File: src/common/rv64_defines.svh
`ifndef RV64_DEFINES_SVH
`define RV64_DEFINES_SVH

// data path width
`define XLEN 64

// first fetch address, widened into the 64-bit pc
`define RESET_PC 32'h0000_0000

`define REG_COUNT 32 // integer registers, x0 included

`endif
File: src/common/rv64_pkg.sv
`include "rv64_defines.svh"

package rv64_pkg;

    typedef logic [`XLEN-1:0] xlenT;  // one data word
    typedef logic [31:0]      instT;  // raw instruction
    typedef logic [4:0]       regIdxT;

    // alu operation
    typedef enum logic [2:0] {
        aluNone        = 3'd0,
        aluAdd         = 3'd1,
        aluAddClearLsb = 3'd2, // jalr target
        aluShiftLeft   = 3'd3,
        aluAddWord     = 3'd4, // add, keep low word, sign extend
        aluSub         = 3'd5
    } aluOpE;

    // operand pair fed to the alu
    typedef enum logic [1:0] {
        srcRegReg = 2'd0, // rs1, rs2
        srcRegImm = 2'd1, // rs1, imm
        srcImmPc  = 2'd2  // imm, pc
    } aluSrcE;

    typedef enum logic [2:0] {
        wbNone    = 3'd0,
        wbAlu     = 3'd1,
        wbNextPc  = 3'd2, // link value pc+4
        wbImm     = 3'd3,
        wbMemory  = 3'd4,
        wbCompare = 3'd5  // unsigned less than, 0 or 1
    } wbSrcE;

    // next pc choice, branches resolved in execute
    typedef enum logic [1:0] {
        pcSequential = 2'd0,
        pcJump       = 2'd1,
        pcBranchEq   = 2'd2,
        pcBranchNe   = 2'd3
    } pcSrcE;

    typedef enum logic [1:0] {
        memNone        = 2'd0,
        memLoadWord    = 2'd1,
        memStoreDouble = 2'd2
    } memOpE;

endpackage

File: src/common/issue_if.sv
`timescale 1ns/1ps

// one decoded instruction, decode to execute
interface issue_if;

    logic              valid;   // single cycle pulse
    rv64_pkg::xlenT    pc;
    rv64_pkg::xlenT    rs1Data;
    rv64_pkg::xlenT    rs2Data;
    rv64_pkg::xlenT    imm;
    rv64_pkg::regIdxT  rd;

    rv64_pkg::aluOpE   aluOp;
    rv64_pkg::aluSrcE  aluSrc;
    rv64_pkg::wbSrcE   wbSrc;
    rv64_pkg::pcSrcE   pcSrc;
    rv64_pkg::memOpE   memOp;

    logic              halt;    // ebreak
    logic              illegal; // no decode match

    modport issuer (
        output valid, pc, rs1Data, rs2Data, imm, rd,
        output aluOp, aluSrc, wbSrc, pcSrc, memOp,
        output halt, illegal
    );

    modport executor (
        input valid, pc, rs1Data, rs2Data, imm, rd,
        input aluOp, aluSrc, wbSrc, pcSrc, memOp,
        input halt, illegal
    );

endinterface

File: src/hw/rv64_core.sv
`timescale 1ns/1ps

module rv64_core (
    input  logic        clk,
    input  logic        arstN,
    // instruction bus
    output logic        ibusCyc,
    output logic        ibusStb,
    output logic [63:0] ibusAdr,
    input  logic [31:0] ibusDatRd,
    input  logic        ibusAck,
    // data bus
    output logic        dbusCyc,
    output logic        dbusStb,
    output logic        dbusWe,
    output logic [7:0]  dbusSel,
    output logic [63:0] dbusAdr,
    output logic [63:0] dbusDatWr,
    input  logic [63:0] dbusDatRd,
    input  logic        dbusAck,
    output logic        halted,
    output logic        trap
);

    logic             instValid;
    rv64_pkg::instT   inst;
    rv64_pkg::xlenT   instPc;
    logic             retireValid;
    rv64_pkg::xlenT   nextPc;
    logic             wbEn;
    rv64_pkg::regIdxT wbRd;
    rv64_pkg::xlenT   wbData;
    wire              stop = halted | trap; // either status freezes fetch

    issue_if issueBus ();

    fetch_stage fetchInst (
        .clk         (clk),
        .arstN       (arstN),
        .retireValid (retireValid),
        .nextPc      (nextPc),
        .stop        (stop),
        .ibusCyc     (ibusCyc),
        .ibusStb     (ibusStb),
        .ibusAdr     (ibusAdr),
        .ibusDatRd   (ibusDatRd),
        .ibusAck     (ibusAck),
        .instValid   (instValid),
        .inst        (inst),
        .instPc      (instPc)
    );

    decode_unit decodeInst (
        .clk       (clk),
        .arstN     (arstN),
        .instValid (instValid),
        .inst      (inst),
        .instPc    (instPc),
        .wbEn      (wbEn),
        .wbRd      (wbRd),
        .wbData    (wbData),
        .issue     (issueBus.issuer)
    );

    execute_stage executeInst (
        .clk         (clk),
        .arstN       (arstN),
        .issue       (issueBus.executor),
        .retireValid (retireValid),
        .nextPc      (nextPc),
        .wbEn        (wbEn),
        .wbRd        (wbRd),
        .wbData      (wbData),
        .halted      (halted),
        .trap        (trap),
        .dbusCyc     (dbusCyc),
        .dbusStb     (dbusStb),
        .dbusWe      (dbusWe),
        .dbusSel     (dbusSel),
        .dbusAdr     (dbusAdr),
        .dbusDatWr   (dbusDatWr),
        .dbusDatRd   (dbusDatRd),
        .dbusAck     (dbusAck)
    );

endmodule

File: src/hw/execute_stage.sv
`timescale 1ns/1ps

module execute_stage (
    input  logic             clk,
    input  logic             arstN,
    issue_if.executor        issue,
    output logic             retireValid,
    output rv64_pkg::xlenT   nextPc,
    output logic             wbEn,
    output rv64_pkg::regIdxT wbRd,
    output rv64_pkg::xlenT   wbData,
    output logic             halted,
    output logic             trap,
    output logic             dbusCyc,
    output logic             dbusStb,
    output logic             dbusWe,
    output logic [7:0]       dbusSel,
    output rv64_pkg::xlenT   dbusAdr,
    output rv64_pkg::xlenT   dbusDatWr,
    input  rv64_pkg::xlenT   dbusDatRd,
    input  logic             dbusAck
);

    typedef enum logic [1:0] {
        idle,
        memWait,
        retire
    } stateE;

    stateE          state;
    rv64_pkg::xlenT opA;
    rv64_pkg::xlenT opB;
    rv64_pkg::xlenT sum;
    rv64_pkg::xlenT aluResult;
    rv64_pkg::xlenT pcPlus4;
    rv64_pkg::xlenT branchTarget;
    rv64_pkg::xlenT loadData;
    logic           isEqual;
    logic           isLessU;

    // operand select
    assign opA = (issue.aluSrc == rv64_pkg::srcImmPc) ? issue.imm : issue.rs1Data;
    always_comb begin
        case (issue.aluSrc)
            rv64_pkg::srcRegImm: opB = issue.imm;
            rv64_pkg::srcImmPc:  opB = issue.pc;
            default:             opB = issue.rs2Data;
        endcase
    end

    assign sum = opA + opB;

    always_comb begin
        case (issue.aluOp)
            rv64_pkg::aluAdd:         aluResult = sum;
            rv64_pkg::aluAddClearLsb: aluResult = {sum[63:1], 1'b0};
            rv64_pkg::aluShiftLeft:   aluResult = opA << opB[5:0];
            rv64_pkg::aluAddWord:     aluResult = {{32{sum[31]}}, sum[31:0]};
            rv64_pkg::aluSub:         aluResult = opA - opB;
            default:                  aluResult = '0;
        endcase
    end

    // comparator, rs2 for branches and imm for sltiu
    assign isEqual = (issue.rs1Data == issue.rs2Data);
    assign isLessU = (issue.rs1Data < issue.imm);

    assign pcPlus4      = issue.pc + 64'd4;
    assign branchTarget = issue.pc + issue.imm;

    always_comb begin
        case (issue.pcSrc)
            rv64_pkg::pcJump:     nextPc = aluResult;
            rv64_pkg::pcBranchEq: nextPc = isEqual ? branchTarget : pcPlus4;
            rv64_pkg::pcBranchNe: nextPc = isEqual ? pcPlus4 : branchTarget;
            default:              nextPc = pcPlus4;
        endcase
    end

    always_ff @(posedge clk or negedge arstN) begin
        if (!arstN) begin
            state  <= idle;
            halted <= 1'b0;
            trap   <= 1'b0;
        end else begin
            case (state)
                idle: begin
                    if (issue.valid) begin
                        // stop flags rise before retirement so fetch stays put
                        if (issue.halt) halted <= 1'b1;
                        if (issue.illegal) trap <= 1'b1;
                        if (issue.memOp != rv64_pkg::memNone && !issue.halt && !issue.illegal)
                            state <= memWait;
                        else
                            state <= retire;
                    end
                end
                memWait: if (dbusAck) state <= retire;
                retire:  state <= idle;
                default: state <= idle;
            endcase
        end
    end

    // low or high word of the line, sign extended
    always_ff @(posedge clk) begin
        if (state == memWait && dbusAck) begin
            if (aluResult[2]) loadData <= {{32{dbusDatRd[63]}}, dbusDatRd[63:32]};
            else              loadData <= {{32{dbusDatRd[31]}}, dbusDatRd[31:0]};
        end
    end

    assign dbusCyc   = (state == memWait);
    assign dbusStb   = (state == memWait);
    assign dbusWe    = (issue.memOp == rv64_pkg::memStoreDouble);
    assign dbusAdr   = {aluResult[63:3], 3'b000}; // 8-byte line
    assign dbusDatWr = issue.rs2Data;
    always_comb begin
        if (dbusWe)            dbusSel = 8'hFF;
        else if (aluResult[2]) dbusSel = 8'hF0;
        else                   dbusSel = 8'h0F;
    end

    assign retireValid = (state == retire);
    assign wbEn = retireValid && (issue.wbSrc != rv64_pkg::wbNone)
                  && !issue.halt && !issue.illegal;
    assign wbRd = issue.rd;

    always_comb begin
        case (issue.wbSrc)
            rv64_pkg::wbAlu:     wbData = aluResult;
            rv64_pkg::wbNextPc:  wbData = pcPlus4;
            rv64_pkg::wbImm:     wbData = issue.imm;
            rv64_pkg::wbMemory:  wbData = loadData;
            rv64_pkg::wbCompare: wbData = rv64_pkg::xlenT'(isLessU);
            default:             wbData = '0;
        endcase
    end

endmodule

File: src/hw/decode_unit.sv
`timescale 1ns/1ps
`include "rv64_defines.svh"

module decode_unit (
    input  logic             clk,
    input  logic             arstN,
    input  logic             instValid,
    input  rv64_pkg::instT   inst,
    input  rv64_pkg::xlenT   instPc,
    input  logic             wbEn,
    input  rv64_pkg::regIdxT wbRd,
    input  rv64_pkg::xlenT   wbData,
    issue_if.issuer          issue
);

    rv64_pkg::xlenT   regFile [`REG_COUNT];
    rv64_pkg::regIdxT rs1;
    rv64_pkg::regIdxT rs2;
    rv64_pkg::regIdxT rd;
    rv64_pkg::xlenT   rs1Data;
    rv64_pkg::xlenT   rs2Data;
    rv64_pkg::xlenT   imm;
    rv64_pkg::aluOpE  aluOp;
    rv64_pkg::aluSrcE aluSrc;
    rv64_pkg::wbSrcE  wbSrc;
    rv64_pkg::pcSrcE  pcSrc;
    rv64_pkg::memOpE  memOp;
    logic             halt;
    logic             illegal;

    assign rs1 = inst[19:15];
    assign rs2 = inst[24:20];
    assign rd  = inst[11:7];

    // immediates, all sign extended from bit 31
    function automatic rv64_pkg::xlenT immI(input rv64_pkg::instT i);
        return {{52{i[31]}}, i[31:20]};
    endfunction

    function automatic rv64_pkg::xlenT immS(input rv64_pkg::instT i);
        return {{52{i[31]}}, i[31:25], i[11:7]};
    endfunction

    function automatic rv64_pkg::xlenT immB(input rv64_pkg::instT i);
        return {{52{i[31]}}, i[7], i[30:25], i[11:8], 1'b0};
    endfunction

    function automatic rv64_pkg::xlenT immU(input rv64_pkg::instT i);
        return {{32{i[31]}}, i[31:12], 12'b0};
    endfunction

    function automatic rv64_pkg::xlenT immJ(input rv64_pkg::instT i);
        return {{44{i[31]}}, i[19:12], i[20], i[30:21], 1'b0};
    endfunction

    // register file, x0 is never written
    always_ff @(posedge clk) begin
        if (wbEn && wbRd != '0) regFile[wbRd] <= wbData;
    end

    assign rs1Data = (rs1 == '0) ? '0 : regFile[rs1];
    assign rs2Data = (rs2 == '0) ? '0 : regFile[rs2];

    always_comb begin
        imm     = '0;
        aluOp   = rv64_pkg::aluNone;
        aluSrc  = rv64_pkg::srcRegReg;
        wbSrc   = rv64_pkg::wbNone;
        pcSrc   = rv64_pkg::pcSequential;
        memOp   = rv64_pkg::memNone;
        halt    = 1'b0;
        illegal = 1'b0;
        casez (inst)
            32'b0000000_?????_?????_000_?????_0111011: begin // addw
                aluOp = rv64_pkg::aluAddWord;
                wbSrc = rv64_pkg::wbAlu;
            end
            32'b0100000_?????_?????_000_?????_0110011: begin // sub
                aluOp = rv64_pkg::aluSub;
                wbSrc = rv64_pkg::wbAlu;
            end
            32'b???????_?????_?????_000_?????_0010011: begin // addi
                imm    = immI(inst);
                aluOp  = rv64_pkg::aluAdd;
                aluSrc = rv64_pkg::srcRegImm;
                wbSrc  = rv64_pkg::wbAlu;
            end
            32'b???????_?????_?????_000_?????_1100111: begin // jalr
                imm    = immI(inst);
                aluOp  = rv64_pkg::aluAddClearLsb;
                aluSrc = rv64_pkg::srcRegImm;
                wbSrc  = rv64_pkg::wbNextPc;
                pcSrc  = rv64_pkg::pcJump;
            end
            32'b000000?_?????_?????_001_?????_0010011: begin // slli, 6-bit shamt
                imm    = immI(inst);
                aluOp  = rv64_pkg::aluShiftLeft;
                aluSrc = rv64_pkg::srcRegImm;
                wbSrc  = rv64_pkg::wbAlu;
            end
            32'b???????_?????_?????_010_?????_0000011: begin // lw
                imm    = immI(inst);
                aluOp  = rv64_pkg::aluAdd;
                aluSrc = rv64_pkg::srcRegImm;
                wbSrc  = rv64_pkg::wbMemory;
                memOp  = rv64_pkg::memLoadWord;
            end
            32'b???????_?????_?????_011_?????_0010011: begin // sltiu
                imm    = immI(inst);
                aluSrc = rv64_pkg::srcRegImm;
                wbSrc  = rv64_pkg::wbCompare; // outcome settled in execute
            end
            32'b???????_?????_?????_011_?????_0100011: begin // sd
                imm    = immS(inst);
                aluOp  = rv64_pkg::aluAdd;
                aluSrc = rv64_pkg::srcRegImm;
                memOp  = rv64_pkg::memStoreDouble;
            end
            32'b???????_?????_?????_000_?????_1100011: begin // beq
                imm   = immB(inst);
                pcSrc = rv64_pkg::pcBranchEq;
            end
            32'b???????_?????_?????_001_?????_1100011: begin // bne
                imm   = immB(inst);
                pcSrc = rv64_pkg::pcBranchNe;
            end
            32'b???????_?????_?????_???_?????_0010111: begin // auipc
                imm    = immU(inst);
                aluOp  = rv64_pkg::aluAdd;
                aluSrc = rv64_pkg::srcImmPc;
                wbSrc  = rv64_pkg::wbAlu;
            end
            32'b???????_?????_?????_???_?????_0110111: begin // lui
                imm   = immU(inst);
                wbSrc = rv64_pkg::wbImm;
            end
            32'b???????_?????_?????_???_?????_1101111: begin // jal
                imm    = immJ(inst);
                aluOp  = rv64_pkg::aluAdd;
                aluSrc = rv64_pkg::srcImmPc;
                wbSrc  = rv64_pkg::wbNextPc;
                pcSrc  = rv64_pkg::pcJump;
            end
            32'b0000000_00001_00000_000_00000_1110011: halt = 1'b1; // ebreak
            default: illegal = 1'b1;
        endcase
    end

    always_ff @(posedge clk or negedge arstN) begin
        if (!arstN) issue.valid <= 1'b0;
        else        issue.valid <= instValid;
    end

    // held until the next instruction, execute reads it while busy
    always_ff @(posedge clk) begin
        if (instValid) begin
            issue.pc      <= instPc;
            issue.rs1Data <= rs1Data;
            issue.rs2Data <= rs2Data;
            issue.imm     <= imm;
            issue.rd      <= rd;
            issue.aluOp   <= aluOp;
            issue.aluSrc  <= aluSrc;
            issue.wbSrc   <= wbSrc;
            issue.pcSrc   <= pcSrc;
            issue.memOp   <= memOp;
            issue.halt    <= halt;
            issue.illegal <= illegal;
        end
    end

endmodule

File: src/hw/fetch_stage.sv
`timescale 1ns/1ps
`include "rv64_defines.svh"

module fetch_stage (
    input  logic           clk,
    input  logic           arstN,
    input  logic           retireValid,
    input  rv64_pkg::xlenT nextPc,
    input  logic           stop,
    output logic           ibusCyc,
    output logic           ibusStb,
    output rv64_pkg::xlenT ibusAdr,
    input  rv64_pkg::instT ibusDatRd,
    input  logic           ibusAck,
    output logic           instValid,
    output rv64_pkg::instT inst,
    output rv64_pkg::xlenT instPc
);

    typedef enum logic {
        idle,
        busRead
    } stateE;

    stateE          state;
    rv64_pkg::xlenT pc;
    logic           bootPending; // first fetch after reset still owed

    always_ff @(posedge clk or negedge arstN) begin
        if (!arstN) begin
            state       <= idle;
            pc          <= rv64_pkg::xlenT'(`RESET_PC);
            bootPending <= 1'b1;
            instValid   <= 1'b0;
        end else begin
            instValid <= 1'b0;
            case (state)
                idle: begin
                    if (retireValid) pc <= nextPc;
                    // halted or trapped core never fetches again
                    if ((bootPending || retireValid) && !stop) begin
                        state       <= busRead;
                        bootPending <= 1'b0;
                    end
                end
                busRead: begin
                    if (ibusAck) begin
                        state     <= idle;
                        instValid <= 1'b1;
                    end
                end
                default: state <= idle;
            endcase
        end
    end

    // instruction word, captured with the ack
    always_ff @(posedge clk) begin
        if (state == busRead && ibusAck) inst <= ibusDatRd;
    end

    assign ibusCyc = (state == busRead);
    assign ibusStb = (state == busRead); // classic cycle, no bursts
    assign ibusAdr = pc;
    assign instPc  = pc; // pc only moves at retirement

endmodule

File: config.mk
export PLATFORM = sky130hd
export DESIGN_NAME = rv64_core
export DESIGN_NICKNAME = d
export VERILOG_FILES = /design/src/common/rv64_pkg.sv /design/src/common/issue_if.sv /design/src/hw/rv64_core.sv /design/src/hw/execute_stage.sv /design/src/hw/decode_unit.sv /design/src/hw/fetch_stage.sv
export VERILOG_INCLUDE_DIRS = /design/src /design/src/common
export SDC_FILE = /design/constraint.sdc
export NUM_CORES = 2
export LEC_CHECK = 0
export BUFFER_PORTS_ARGS = -buffer_cell sky130_fd_sc_hd__buf_4
export CORE_UTILIZATION = 55
export CTS_BUF_LIST = sky130_fd_sc_hd__clkbuf_2
export CTS_CLUSTER_SIZE = 40
export DETAILED_ROUTE_END_ITERATION = 6
export PLACE_DENSITY = 0.71
export SYNTH_ARGS = -nofsm -noshare
export SYNTH_HDL_FRONTEND = slang
export SYNTH_HIERARCHICAL = 1
export SYNTH_SLANG_ARGS = --single-unit
File: constraint.sdc
create_clock -name clk -period 7.2 [get_ports clk]
set_clock_uncertainty 0.1 [all_clocks]
set_input_delay 0.72 -clock clk [delete_from_list [all_inputs] [get_ports clk]]
set_output_delay 0.72 -clock clk [all_outputs]
set_load 0.02 [all_outputs]
# Word-level counts from Yosys, hierarchy flattened
# Memory sizes are Yosys's and may differ from the RTL's. A register that Yosys moved wholly into a read port is not among the register bits.
# Cells that the tools add are included.
totals:
  ff_bits: 315
  mem_count: 1
  output_inout_bits: 207
  elab_cells: 126
  in_bits: 100
  ramBits: 2048
classes:
  add_sub_neg: 4
  muxes: 29
  magnitude_cmp: 1
  n_bitwise: 2
  reduce_logical: 33
  n_shift: 1
  n_eq_ne: 35
memory_table:
  columns: ["name", "depth", "word_bits", "read_ports", "rd_clocked_by_memory_dff", "wr", "line_no", "text"]
  rows:
  - ["decodeInst.regFile", 32, 64, 2, 2, 1, "decode_unit.sv:16", "rv64_pkg::xlenT regFile [`REG_COUNT];"]
op_table:
  columns: ["cell", "count"]
  rows:
  - ["one-hot mux 64 bit (5 select lines)", 3]
  - ["2-to-1 mux 64 bit", 4]
  - ["one-hot mux 64 bit (3 select lines)", 1]
  - ["adder 64 bit", 2]
  - ["one-hot mux 64 bit (2 select lines)", 1]
  - ["adder 64 x 3 -> 64 bit (second input constant)", 1]
  - ["== test 64 bit", 1]
  - ["less-than comparator 64 bit", 1]
  - ["<< shifter 64 x 6 -> 64 bit", 1]
  - ["subtractor 64 bit", 1]
  - ["== test 32 x 21 -> 1 bit (second input constant)", 1]
  - ["== test 10 x 9 -> 1 bit (second input constant)", 3]
  - ["one-hot mux 3 bit (5 select lines)", 2]
  - ["== test 10 x 7 -> 1 bit (second input constant)", 2]
  - ["== test 17 x 16 -> 1 bit (second input constant)", 1]
  - ["== test 17 x 6 -> 1 bit (second input constant)", 1]
  - ["== test 16 x 8 -> 1 bit (second input constant)", 1]
  - ["2-to-1 mux 8 bit", 2]
  - ["OR reduction 5 bit", 3]
  - ["OR reduction 14 bit", 1]
  - ["== test 3 x 2 -> 1 bit (second input constant)", 4]
  - ["== test 3 bit (second input constant)", 4]
  - ["one-hot mux 2 bit (2 select lines)", 3]
  - ["== test 10 x 5 -> 1 bit (second input constant)", 1]
  - ["27 further kinds", 60]

# Logic depth before layout (Yosys ltp)
logic_depth:
  word_depth: 7
  ltp_mapped: 26
  depth_no_buf: 19

# By module
# Netlist, hierarchy kept.
modules_own_cells:
  columns: ["module", "cells_each", "area_per_inst_um2", "seq_area_each_um2", "instances"]
  rows:
  - ["decode_unit", 5237, 103055.1, 68821.0, 1]
  - ["execute_stage", 4215, 28238.3, 1061.0, 1]
  - ["fetch_stage", 240, 4254.1, 2638.8, 1]
  - ["rv64_core", 1, 6.3, 0.0, 1]

# Worst setup path after synthesis
# Ideal clock, no wire load.
synth_timing:
  path_kind: "reg2reg"
  from: "register decodeInst.issue.aluSrc[1]"
  to: "memory decodeInst/regFile[0][28] in the netlist's numbering (data pin)"
  period_less_slack_ns: 6.922
  n_path_buf: 6
  arrival_time_ns: 6.368
  required_time_ns: 6.646
  stages_incl_launch_ff: 23
  setup_ns: 0.454
  slack_ns: 0.278
  cell_sequence: "edfxtp_1 -> ha_1 -> buf_4 -> buf_4 -> clkbuf_1 -> o21a_1 -> buf_2 -> clkinv_1 -> buf_2 -> buf_1 -> ha_1 -> a21o_1 -> o221ai_1 -> o21ai_2 -> nor4_1 -> o21ai_0 -> nor2b_1 -> o41a_1 -> o21ai_0 -> a21oi_1 -> o21ai_0 -> a22oi_1 -> o21ai_0"
synth_between:
  elab_chain_cells: 5
  word_cells_on_any_way: 9
  classes_between: "add/sub (2); eq/ne (2); shift (1); mux (4)"
synth_rtl:
  columns: ["item", "line_no", "text"]
  rows:
  - ["start: declaration", "issue_if.sv:24", "output aluOp, aluSrc, wbSrc, pcSrc, memOp,"]
  - ["== test 2 bit / == test 2 x 1 -> 1 bit (equally long branches)", "execute_stage.sv:42, execute_stage.sv:44", null]
  - ["one-hot mux 64 bit (2 select lines) / 2-to-1 mux 64 bit (equally long branches)", "execute_stage.sv:44, execute_stage.sv:42", null]
  - ["subtractor 64 bit, or another cell as far along", "execute_stage.sv:59", "rv64_pkg::aluSub: aluResult = opA - opB;"]
  - ["one-hot mux 64 bit (5 select lines) *", "execute_stage.sv:54", "case (issue.aluOp)"]
  - ["net dbusAdr[28]", "rv64_core.sv:17", "output logic [63:0] dbusAdr,"]
  - ["one-hot mux 64 bit (5 select lines) *", "execute_stage.sv:130", "case (issue.wbSrc)"]
  - ["net wbData[28]", "rv64_core.sv:32", "rv64_pkg::xlenT wbData;"]
  - ["end: declaration", "decode_unit.sv:16", null]
# Mark *: on every way through the listed nets, which the timed path passes. The rest lies on a longest branch.

# Final worst setup path
layout_timing:
  from: "register decodeInst.issue.aluSrc[1]"
  to: "output dbusAdr[50]"
layout_between:
  elab_chain_cells: 4
  word_cells_on_any_way: 8
  classes_between: "add/sub (2); eq/ne (2); shift (1); mux (3)"
layout_rtl:
  columns: ["item", "line_no"]
  rows:
  - ["== test 2 bit / == test 2 x 1 -> 1 bit (equally long branches)", "execute_stage.sv:42, execute_stage.sv:44"]
  - ["one-hot mux 64 bit (2 select lines) / 2-to-1 mux 64 bit (equally long branches)", "execute_stage.sv:44, execute_stage.sv:42"]
  - ["subtractor 64 bit, or another cell as far along", "execute_stage.sv:59"]
  - ["one-hot mux 64 bit (5 select lines) *", "execute_stage.sv:54"]
  - ["end: declaration", "rv64_core.sv:17"]
# Mark *: on every way between the ends. The rest lies on a longest branch, timed or not.

==> impl_results.md <==
* Starting Density at 55.52%
* Outcome: finished, violations left
* Bufs and invs on worst path at 9
* Post-synth EDFFs at 2,355
* Distinct cells, synth at 123
* Worst Max-Slew Pin Slew at 1.450 ns
* Hold Crit Class: in -> reg
* Nets at 11,050
* GR Overflow Total at 0
* FF-to-FF setup slack at 0.57 ns
* CP arrival at about 7 ns
* Worst R2R End: decodeInst/regFile[30][19]
* Via/cell ratio at 7.311
* Wire per inst at 39.69 um
* Clock Pin Slew Worst Setup and Hold Paths at roughly 0.15 ns
* Clock buffer depth at 4
* Critical path's largest stage delay at 1.06 ns
* HPWL Detailed at roughly 360,000 um
* Multiplexer share of the synthesized area at 22.10%
* Fraction of the mapped netlist area in simple logic gates at 5.144%
* Initial antenna violation count at 40
* LEAKAGE at 55.90 nW
* Slew headroom at around 3.2%
* Root buf cell: clkbuf_2
* DRT Pass-1 Iters at 7
* Vias in the first global route at slightly above 100k
* Maximum clock frequency at 128.6 MHz
* RD Place Congestion at between 1 and 1.5
* Core Area at 0.2441 mm^2
* Fin crit share at 108.0%
* TNS Setup at -7.970 ns
* Failing checks: DRC, setup timing
* Height of the die at between 400 and 500 um
* P per Cell Area at 168.9 mW/mm^2
* IO Port Bufs at 303
* Predominant post-synthesis flop cell: edfxtp_1
* Async SR Flop Fraction at about 3.0%
* Crit path max fanout at 59
* Core Util, Final at 63.44%
* Share of layout cells above drive strength 1 at 31.19%
* Critical path type: reg -> out
* # DRC at 36
* Unrepaired setup endpoints after global routing: true
* Synth Area in Compound Gates at between 10% and 20%
* Tmin final at 7.778 ns
* Slowest CP cell: o21ai_0
* Gate Count Post-Synth at 9,693
* Register area share after synthesis at approximately 53%
* Gr usage total at approximately 45%
* Syn-to-layout area delta at 14.26%
* Die area at 0.2485 mm^2
* Setup Viol. Count Final at 37
* Hold path depth at 4
* CTS H-tree depth at 6
* First-pass GRT wire length at around 780,000 um
* Top cell by count, worst path: buf_4
* Initial DRC Count at roughly 15,000
* Antenna viol nets, final at 0
* Ys Warns at 6
* Final Hold Vio Count at 0
* Die Width at 498.5 um
* Num CTS Buffers at a little over 600
* Row count at 181
* Crit path launch type: register
* Fillcell total at 18,210
* Average size of a mapped cell at ~14 um^2
* Synth Cell Area at 0.1356 mm^2
* Most frequent cells in the layout: edfxtp_1 (2,355), clkbuf_2 (848), mux2i_1 (826), mux4_2 (812), buf_4 (805)
* Synth Register Bits at 2,427
* Clk sink count at 2,427
* Max_cap viols at 0
* Reg2reg path depth at 23
* CP cell instances: buf_6 > ha_4 > buf_4 > buf_16 > nand2_1 > o21a_2 > buf_4 > buf_6 > nand2_1 > o21ai_0 > o211ai_1 > o211ai_1 > buf_4 > a211oi_2 > nand2_1 > a32oi_2 > buf_4 > inv_4 > buf_6
* Critical Path RT at 6.38 ns
* Peak supply drop at 0.0001414 V
* Commonest non-fill, non-tap cell in the layout: edfxtp_1
* CTS tree: built
* R2R Path Start: decodeInst/issue.aluSrc[1]
* Drt total wl at 570,400 um
* Cell family with most CP delay: compound AO/OA/AOI/OAI gates
* Largest net degree at the start of global routing at ~120
* Fin worst setup slack at -0.5781 ns
* Hold endpoint: fetchInst/instValid
* Hold path start: ibusAck
* Largest family of logic cells by synthesized area: multiplexers
* # IOs at just over 300
* Worst-Skew Late Latency at 1.88 ns
* Fraction of the mapped netlist area in adder cells at between 2 and 2.5%
* XOR/XNOR Fraction of Synth Area at between 1 and 1.5%
* CP endpoint kind: output port
* Final Max Slew Viols at 0
* Via count at ~110k
cell usage after synthesis, drive strengths merged (77+ instances only):
cell    count  area (um^2)
buf       476         3182
nand2     473         1775
a21oi     481         2422
o21ai     471         2361
o22ai      77        481.7
clkbuf    389         1460
nor2      405         1520
nand3      94        475.5
a21o      119        893.4
edfxtp   2355        70720
inv       272         1021
a211oi    143         1096
nand4      85        546.8
xnor2     163         1428
a22oi     213         1599
mux4      812        18290
ha        254         3178
o221ai    117         1025
mux2i     855         8583
mux2      254         3089
a221oi     95        857.1
worst min-delay path, stage by stage:
cell	delay, ns
dlygate4sd3_1	0.53
buf_4	0.13
and2_2	0.17
buf_4	0.29
per-layer routing:
metal | global-route usage, % | part of all wire (%) | vias up | routed length, um
li1 | - | - | 41230 | -
met1 | 56.12 | 34 | 52550 | 194900
met2 | 65.94 | 43 | 9056 | 246800
met3 | 15.06 | 14 | 2224 | 79490
met4 | 32.95 | 8.6 | 24 | 49030
met5 | 0.07718 | 0.036 | - | 205
repair_timing:
action                     in CTS  in global routing
buffers inserted              150                 65
gates cloned                    6                  1
hold buffers                  227                  0
setup endpoints to repair      54                 55
resized for setup             499                192
hold endpoints to repair      204                  0
pin swaps                      99                 83
cells by family (layout without fill, tap and decap cells):
family	count (synthesis)	count (layout)
adders and majority gates	256	256
AOI/OAI and AO/OA	2267	2267
other	2	94
DFF	2427	2427
muxes	1921	1921
xor gates and xnor gates	215	215
and+or+nand+nor	1464	1464
buffers and inverters	1141	2527
flip-flops by register name, summed over array words and instances, names as in the netlist, 2 cells and up:
signal and count:
decodeInst/regFile 2048, decodeInst/issue.wbSrc 3, decodeInst/issue.pcSrc 2, executeInst/state 2
decodeInst/issue.rs2Data 64, decodeInst/issue.imm 32, decodeInst/issue.rs1Data 64, decodeInst/issue.pc 64
decodeInst/issue.aluSrc 2, fetchInst/ibusAdr 64, decodeInst/issue.aluOp 3, executeInst/loadData 32
decodeInst/issue.memOp 2, decodeInst/issue.rd 5, fetchInst/inst 32
per-stage QoR:
step | cells | total power (W) | hold WS, ns | worst slack, ns | area (um^2)
final | 14370 | 0.02615 | 0.1497 | -0.5781 | 154900
after CTS | 14280 | 0.02623 | 0.006891 | -0.4552 | 153400
after global routing | 14350 | 0.02693 | 0.1148 | -0.5532 | 154800
after detailed placement | 12840 | 0.01683 | 0.3553 | 0.3616 | 142200
after global placement | 12840 | 0.01682 | 0.3444 | 0.2967 | 142200
after floorplan | 9758 | 0.01656 | 0.3244 | 0.2782 | 135800
power by group:
group	internal [W]	switching, W
sequential	0.0155	0.000218
clock	0.00351	0.00601
combinational	0.000525	0.000426
total	0.0195	0.00665
how the worst max path moves through the flow:
stage                               start                        end  slack (ns)  depth (start not counted)
2_1_floorplan  decodeInst/issue.aluSrc[1]  decodeInst/regFile[0][28]        0.28                         22
3_3_place_gp   decodeInst/issue.aluSrc[1]                dbusAdr[55]        0.30                         19
3_5_place_dp   decodeInst/issue.aluSrc[1]                dbusAdr[63]        0.36                         17
4_1_cts        decodeInst/issue.aluSrc[1]                dbusAdr[60]       -0.46                         21
5_1_grt        decodeInst/issue.aluSrc[1]                dbusAdr[62]       -0.55                         20
6_report       decodeInst/issue.aluSrc[1]                dbusAdr[50]       -0.58                         19
final cells by class:
cell class / instances / area (um^2) / share of cell area, %
multi-input cells: 6190 / 60800 / 39.25
well taps: 3202 / 4006 / 2.587
flip-flops and latches: 2427 / 72520 / 46.83
clock inverters: 215 / 1250 / 0.8070
repair buffers: 1189 / 10930 / 7.057
inverters: 276 / 1066 / 0.6883
diodes: 27 / 67.56 / 0.04362
clock buffers: 847 / 4239 / 2.737
(Power assumes the default switching activity.)
